[config.mk]
export PLATFORM = sky130hd
export DESIGN_NAME = fpMul32
export DESIGN_NICKNAME = d
export VERILOG_FILES = /design/src/fp32Pkg.sv /design/src/fpMul32Decode.sv /design/src/fpMul32Execute.sv /design/src/fpRound32.sv /design/src/fpMul32.sv
export VERILOG_INCLUDE_DIRS = /design/src
export SDC_FILE = /design/constraint.sdc
export NUM_CORES = 2
export LEC_CHECK = 0
export ABC_CLOCK_PERIOD_IN_PS = 12400
export BUFFER_PORTS_ARGS = -buffer_cell sky130_fd_sc_hd__buf_2
export CELL_PAD_IN_SITES_DETAIL_PLACEMENT = 1
export CELL_PAD_IN_SITES_GLOBAL_PLACEMENT = 1
export CORE_UTILIZATION = 51
export DETAILED_ROUTE_END_ITERATION = 10
export PLACE_DENSITY = 0.88
export SYNTH_ARGS = -nofsm -noshare
export SYNTH_HDL_FRONTEND = slang
export SYNTH_HIERARCHICAL = 1
export SYNTH_SLANG_ARGS = --single-unit
[constraint.sdc]
create_clock -name clk -period 12.4 [get_ports clk]
set_clock_uncertainty 0.2 [all_clocks]
set_input_delay 1.24 -clock clk [delete_from_list [all_inputs] [get_ports clk]]
set_output_delay 1.24 -clock clk [all_outputs]
set_load 0.02 [all_outputs]
[src/fpMul32_macros.svh]
// constants shared by the fp32 multiplier stages and its testbench
`ifndef FPMUL32_MACROS_SVH
`define FPMUL32_MACROS_SVH

// ------------------------------
// exponent field
// ------------------------------
`define FP_EXP_W	8	// biased exponent width
`define FP_BIAS		127	// exponent bias
`define FP_EMAX		255	// all ones exponent, infinity and nan

// ------------------------------
// pipeline
// ------------------------------
// decode, execute and round stages
// one register each
`define FP_LATENCY	3

`endif

[src/fp32Pkg.sv]
// types passed between the decode execute and round stages of the fp32 multiplier
`default_nettype none
`include "fpMul32_macros.svh"

package fp32Pkg;

	// ------------------------------
	// ieee 754 single word
	// ------------------------------
	typedef struct packed {
		logic sign;
		logic [`FP_EXP_W-1:0] exp;	// biased
		logic [22:0] sig;	// fraction only, hidden bit implied
	} FP32;

	// wide intermediate form fed to the rounder
	// sig = hidden, 23 fraction bits, guard, round, sticky
	typedef struct packed {
		logic sign;
		logic [`FP_EXP_W-1:0] exp;	// 0 marks a denormal
		logic [26:0] sig;
	} FP32N;

	// class of the product, decided once in decode
	typedef enum logic [1:0] {
		fcNorm,	// finite nonzero, value comes from the datapath
		fcZero,	// signed zero
		fcInf,	// signed infinity
		fcNan	// quiet nan
	} fpClass;

	// ------------------------------
	// rounding modes, 5..7 illegal
	// ------------------------------
	typedef enum logic [2:0] {
		rmNearEven = 3'd0,	// nearest, ties to even
		rmZero     = 3'd1,	// truncate
		rmPlusInf  = 3'd2,	// toward +inf
		rmMinusInf = 3'd3,	// toward -inf
		rmNearMax  = 3'd4	// nearest, ties away from zero
	} roundMode;

	// decode stage record
	typedef struct packed {
		logic signA;
		logic signB;
		logic [`FP_EXP_W-1:0] expA;
		logic [`FP_EXP_W-1:0] expB;
		logic [23:0] sigA;	// hidden bit restored, zero when flushed
		logic [23:0] sigB;
		fpClass cls;	// product class
		roundMode rm;	// travels with the operands
	} decodedOp;

	// execute stage record
	typedef struct packed {
		FP32N num;	// normalized or denormalized product
		fpClass cls;
		roundMode rm;
	} execResult;

endpackage

`default_nettype wire

[src/fpMul32Decode.sv]
// first multiplier stage unpacks both operands and classifies the product
`default_nettype none
`include "fpMul32_macros.svh"

module fpMul32Decode (
	input wire logic clk,
	input wire logic arstN,
	input wire logic inValid,
	input wire fp32Pkg::roundMode rm,
	input wire fp32Pkg::FP32 a,
	input wire fp32Pkg::FP32 b,
	output logic decValid,
	output fp32Pkg::decodedOp decOp
);
	import fp32Pkg::*;

	// ------------------------------
	// operand tests
	// ------------------------------
	logic aZero, bZero;	// exponent 0, denormals included
	logic aInf, bInf;
	logic aNan, bNan;
	fpClass cls;

	assign aZero = a.exp == '0;	// denormal is flushed here
	assign bZero = b.exp == '0;
	assign aInf = (a.exp == `FP_EXP_W'(`FP_EMAX)) && (a.sig == '0);
	assign bInf = (b.exp == `FP_EXP_W'(`FP_EMAX)) && (b.sig == '0);
	assign aNan = (a.exp == `FP_EXP_W'(`FP_EMAX)) && (a.sig != '0);
	assign bNan = (b.exp == `FP_EXP_W'(`FP_EMAX)) && (b.sig != '0);

	// class priority: nan, inf*0 -> nan, inf, zero
	always_comb begin
		if (aNan || bNan || (aInf && bZero) || (bInf && aZero))
			cls = fcNan;
		else if (aInf || bInf)
			cls = fcInf;
		else if (aZero || bZero)
			cls = fcZero;
		else
			cls = fcNorm;
	end

	// ------------------------------
	// stage register
	// ------------------------------
	always_ff @(posedge clk or negedge arstN) begin
		if (!arstN)
			decValid <= 1'b0;
		else
			decValid <= inValid;
	end

	// payload only loads on a valid operation
	always_ff @(posedge clk) begin
		if (inValid) begin
			decOp.signA <= a.sign;
			decOp.signB <= b.sign;
			decOp.expA <= a.exp;
			decOp.expB <= b.exp;
			decOp.sigA <= aZero ? 24'd0 : {1'b1, a.sig};	// restore hidden bit
			decOp.sigB <= bZero ? 24'd0 : {1'b1, b.sig};
			decOp.cls <= cls;
			decOp.rm <= rm;
		end
	end

	// an illegal mode would fall through to truncation in the rounder two cycles later
	rmLegal: assert property (@(posedge clk) disable iff (!arstN)
		inValid |-> !$isunknown(rm) && (rm <= rmNearMax));

endmodule

`default_nettype wire

[src/fpMul32Execute.sv]
// second multiplier stage forms the significand product and normalizes it into FP32N
`default_nettype none
`include "fpMul32_macros.svh"

module fpMul32Execute (
	input wire logic clk,
	input wire logic arstN,
	input wire logic decValid,
	input wire fp32Pkg::decodedOp decOp,
	output logic exValid,
	output fp32Pkg::execResult exRes
);
	import fp32Pkg::*;

	// ------------------------------
	// multiply
	// ------------------------------
	logic [47:0] prod;	// 1.x * 1.x lands in [1,4)
	logic signed [9:0] expSum;	// range -125..381
	logic signed [9:0] normExp;
	logic [47:0] normSig;	// hidden bit at 47

	assign prod = 48'(decOp.sigA) * 48'(decOp.sigB);
	assign expSum = 10'(decOp.expA) + 10'(decOp.expB) - 10'(`FP_BIAS);

	// top bit set means the product is >= 2 and takes one more exponent
	always_comb begin
		if (prod[47]) begin
			normSig = prod;
			normExp = expSum + 10'sd1;
		end
		else begin
			normSig = {prod[46:0], 1'b0};
			normExp = expSum;
		end
	end

	// ------------------------------
	// fold into guard/round/sticky
	// ------------------------------
	logic [26:0] grsSig;	// hidden, fraction, g, r, s

	assign grsSig = {normSig[47:22], |normSig[21:0]};

	// ------------------------------
	// denormal shift
	// ------------------------------
	logic signed [9:0] deficit;	// distance below exponent 1
	logic [4:0] shAmt;	// capped at 27 where everything lands in sticky
	logic dnLost;
	logic [26:0] dnSig;

	assign deficit = 10'sd1 - normExp;
	assign shAmt = (deficit > 10'sd27) ? 5'd27 : deficit[4:0];
	// bits pushed out below sticky still count toward it
	assign dnLost = |(grsSig & ~(27'h7FFFFFF << shAmt));
	assign dnSig = (grsSig >> shAmt) | {26'd0, dnLost};

	// ------------------------------
	// range select
	// ------------------------------
	FP32N num;

	always_comb begin
		num.sign = decOp.signA ^ decOp.signB;
		if (normExp >= `FP_EMAX) begin	// overflow saturates to infinity
			num.exp = `FP_EXP_W'(`FP_EMAX);
			num.sig = '0;
		end
		else if (normExp < 1) begin	// below normal range
			num.exp = '0;
			num.sig = dnSig;
		end
		else begin
			num.exp = normExp[`FP_EXP_W-1:0];
			num.sig = grsSig;
		end
	end

	// ------------------------------
	// stage register
	// ------------------------------
	always_ff @(posedge clk or negedge arstN) begin
		if (!arstN)
			exValid <= 1'b0;
		else
			exValid <= decValid;
	end

	always_ff @(posedge clk) begin
		if (decValid) begin
			exRes.num <= num;
			exRes.cls <= decOp.cls;	// class and mode ride along
			exRes.rm <= decOp.rm;
		end
	end

	// the rounder relies on exp 0 meaning no hidden bit and saturated infinities are left out
	hiddenMatchesExp: assert property (@(posedge clk) disable iff (!arstN)
		exValid && (exRes.cls == fcNorm) && (exRes.num.exp != `FP_EXP_W'(`FP_EMAX))
		|-> exRes.num.sig[26] == (exRes.num.exp != '0));

endmodule

`default_nettype wire

[src/fpRound32.sv]
// result stage rounds the FP32N product under the selected mode and packs an fp32 word
`default_nettype none
`include "fpMul32_macros.svh"

module fpRound32 (
	input wire logic clk,
	input wire logic arstN,
	input wire logic exValid,
	input wire fp32Pkg::execResult exRes,
	output logic outValid,
	output fp32Pkg::FP32 result
);
	import fp32Pkg::*;

	localparam logic [31:0] QNan = 32'h7FC00000;	// default quiet nan

	// ------------------------------
	// round increment
	// ------------------------------
	logic lsb, g, r, s;
	logic xInf;	// exponent already all ones
	logic rnd;

	assign lsb = exRes.num.sig[3];	// last kept fraction bit
	assign g = exRes.num.sig[2];
	assign r = exRes.num.sig[1];
	assign s = exRes.num.sig[0];
	assign xInf = exRes.num.exp == `FP_EXP_W'(`FP_EMAX);

	always_comb begin
		case (exRes.rm)
			rmNearEven: rnd = g & (r | s | lsb);	// tie goes to even
			rmZero: rnd = 1'b0;
			rmPlusInf: rnd = (g | r | s) & ~exRes.num.sign;
			rmMinusInf: rnd = (g | r | s) & exRes.num.sign;
			rmNearMax: rnd = g;	// tie goes away from zero
			default: rnd = 1'b0;
		endcase
		if (xInf)
			rnd = 1'b0;	// infinity is never rounded
	end

	// ------------------------------
	// add with carry into exponent
	// ------------------------------
	// a fraction carry bumps the exponent, denormal -> normal or max -> inf
	logic [30:0] rndSum;	// {exp, fraction}
	logic [`FP_EXP_W-1:0] rndExp;
	logic [22:0] rndFrac;

	assign rndSum = {exRes.num.exp, exRes.num.sig[25:3]} + 31'(rnd);
	assign rndExp = rndSum[30:23];
	assign rndFrac = (rndExp == `FP_EXP_W'(`FP_EMAX)) ? 23'd0 : rndSum[22:0];	// clean inf

	// ------------------------------
	// special override
	// ------------------------------
	logic [31:0] packed32;

	always_comb begin
		case (exRes.cls)
			fcNan: packed32 = QNan;
			fcInf: packed32 = {exRes.num.sign, `FP_EXP_W'(`FP_EMAX), 23'd0};
			fcZero: packed32 = {exRes.num.sign, 31'd0};
			default: packed32 = {exRes.num.sign, rndExp, rndFrac};
		endcase
	end

	// ------------------------------
	// output register
	// ------------------------------
	always_ff @(posedge clk or negedge arstN) begin
		if (!arstN)
			outValid <= 1'b0;
		else
			outValid <= exValid;
	end

	always_ff @(posedge clk) begin
		if (exValid)
			result <= packed32;
	end

	// an unknown here points back to an unloaded payload somewhere up the pipe
	resultKnown: assert property (@(posedge clk) disable iff (!arstN)
		outValid |-> !$isunknown(result));

endmodule

`default_nettype wire

[src/fpMul32.sv]
// three stage pipelined fp32 multiplier top with decode execute and round stages
`default_nettype none

module fpMul32 (
	input wire logic clk,
	input wire logic arstN,
	input wire logic inValid,
	input wire fp32Pkg::roundMode rm,
	input wire fp32Pkg::FP32 a,
	input wire fp32Pkg::FP32 b,
	output logic outValid,
	output fp32Pkg::FP32 result
);
	import fp32Pkg::*;

	// ------------------------------
	// stage links
	// ------------------------------
	logic decValid;	// decode -> execute
	decodedOp decOp;
	logic exValid;	// execute -> round
	execResult exRes;

	// stage 1 unpack and classify
	fpMul32Decode uDecode (
		.clk(clk),
		.arstN(arstN),
		.inValid(inValid),
		.rm(rm),
		.a(a),
		.b(b),
		.decValid(decValid),
		.decOp(decOp)
	);

	// stage 2 multiply and normalize
	fpMul32Execute uExecute (
		.clk(clk),
		.arstN(arstN),
		.decValid(decValid),
		.decOp(decOp),
		.exValid(exValid),
		.exRes(exRes)
	);

	// stage 3 round and pack
	fpRound32 uRound (
		.clk(clk),
		.arstN(arstN),
		.exValid(exValid),
		.exRes(exRes),
		.outValid(outValid),
		.result(result)
	);

endmodule

`default_nettype wire

==> flow_summary.yaml <==
cts:
  post-cts-setup-buffers: 0
  cts_tree: "built"
  clk_latency_ns: 0.49
  cts_resized: 0
  postCtsHoldBufs: 0
  root_buffer: "clkbuf_16"
  cts_inserted_buffers: 17
  clk_path_buf_depth: 2
  htree_levels: 4
  cts.sink_count: 146
  path_clk_slew_ns: 0.07
sta:
  setup_tns_ns: 0
  fmax_mhz: 85.7
  fin_crit_sh_pct: 94.2
  finalSetupViolCount: 0
  hold_viol: 0
  maxSlewViolCount: 0
  slew_headroom_pct: 10.7
  rsz0062_at_grt: "no"
  finalCriticalPeriod_ns: 11.68
  tightestPinTransition_ns: 1.34
cells_and_area:
  layoutNonFillerInstCount: 4035
  nets: 4011
  multi_input_area_sq_mm: 0.0222
  drive_gt1_share_pct: 8.66
  final_common_cell: "inv_1"
  layout_common_cells: "inv_1 (553), fa_1 (483), nand2_1 (469), and2_1 (317), ha_1 (193)"
  fill_cells: 6525
  area.sequential_sq_mm: 0.00437
  area_delta_synth_final_pct: 6.61
route:
  dr.pass1.iters: 5
  vias: 25100
  avgViaCountPerCell: 6.23
  ant_nets: 0
  wirelength_um: 110000
  wl_per_cell_um: 27.2
  drc: 0
  drt-initial-drc-count: 1955
hold_path:
  hold_path.class: "flip-flop to flip-flop"
  hold_path.startpoint: "uDecode/decOp[2]$_DFFE_PP_"
  whs_endpoint: "uExecute/exRes[2]$_DFFE_PP_"
  holdPathStages: 0
floorplan:
  die_h_um: 242
  start_util_pct: 51.9
  core_area_sq_mm: 0.0567
  die_area_sq_mm: 0.0586
  die_w_um: 242
  num_rows: 87
  ios: 103
place:
  numPortBuffers: 102
  gp_congestion: 0.981
  dp_cells: 4002
  dp_hpwl_um: 85700
worst_setup_path:
  regToRegSetupSlack_ns: 0.72
  crit_required_ns: 12.55
  reg2reg_to: "uExecute/exRes[11]$_SDFFCE_PP0P_"
  reg2reg_from: "uDecode/decOp[15]$_SDFFCE_PN0P_"
  critPathArrivalTime_ns: 11.82
  worst-path-buf-inv: 5
  cp.depth: 31
  critPathMaxStageDelay_ns: 1.10
  end_kind: "flip-flop"
  crit_family: "adder cells"
  startpoint_type: "flip-flop"
  crit_top_cell: "fa_1"
  cp_max_fo: 41
  critPathSlowestCell: "edfxtp_1"
  reg2reg_depth: 31
  critical_path_class: "flip-flop to flip-flop"
synthesis:
  yosys_warnings: 6
  synth.net_count: 3990
  netlist_area_sq_mm: 0.0294
  avgSynthCellArea_sq_um: 9.07
  synthCells: 3244
global_route:
  met2_usage_pct: 65.1
  grt_use_total_pct: 38.2
  grt_use_met1_pct: 43.8
  grt-ovfl-total: 0
  grt_pass1_vias: 29100
  antenna_found_initial: 2
  grt_pass1_wl_um: 169000
  grt_max_degree: 42
  busiest_layer: "met2"
  use_met3_pct: 6.72
run:
  cap_violations: 0
run_status:
  status: "finished clean"
[registers in the layout, summed over array words and instances (netlist names)]
signal,cells
uExecute/exValid,1
uDecode/decValid,1
uDecode/decOp,71
uRound/outValid,1
uExecute/exRes,40
uRound/result,32
[stage by stage]
step	setup slack [ns]	hold WS [ns]	util, %	area (sq um)
final	0.725	0.220	55.3	31400
after global routing	0.418	0.226	55.3	31400
after CTS	0.940	0.223	55.3	31400
after detailed placement	1.09	0.206	54.2	30800
after global placement	1.51	0.203	54.2	30800
after floorplan	2.52	0.200	-	29400
[cell type report]
cell class | instances | area share (%)
antenna | 1 | 0.00798
clock buffer | 17 | 1.36
clock inverter | 15 | 0.566
inverter | 555 | 6.64
multi-input combinational | 2368 | 70.9
sequential | 146 | 13.9
tap | 756 | 3.02
timing repair buffer | 177 | 3.59
[routing by layer]
metal  vias to the layer above  wire (um)
met1                     12700      40300
met3                       500       7560
met2                      1370      54100
met5                         -         16
li1                      10500          -
met4                         2       7860
[how the worst max path moves through the flow]
stage	start	slack, ns	to
global route	uDecode/decOp[14]$_SDFFCE_PN0P_	0.42	uExecute/exRes[11]$_SDFFCE_PP0P_
floorplan	uDecode/decOp[8]$_SDFFCE_PN0P_	2.52	uExecute/exRes[15]$_SDFFCE_PP0P_
global placement	uDecode/decOp[14]$_SDFFCE_PN0P_	1.51	uExecute/exRes[11]$_SDFFCE_PP0P_
detailed placement	uDecode/decOp[48]$_SDFFCE_PP0P_	1.09	uExecute/exRes[11]$_SDFFCE_PP0P_
CTS	uDecode/decOp[14]$_SDFFCE_PN0P_	0.94	uExecute/exRes[11]$_SDFFCE_PP0P_
finish	uDecode/decOp[15]$_SDFFCE_PN0P_	0.72	uExecute/exRes[11]$_SDFFCE_PP0P_
Power is not shown: default switching activity piles up to over one toggle a cycle in this logic, so the estimate is an artifact.
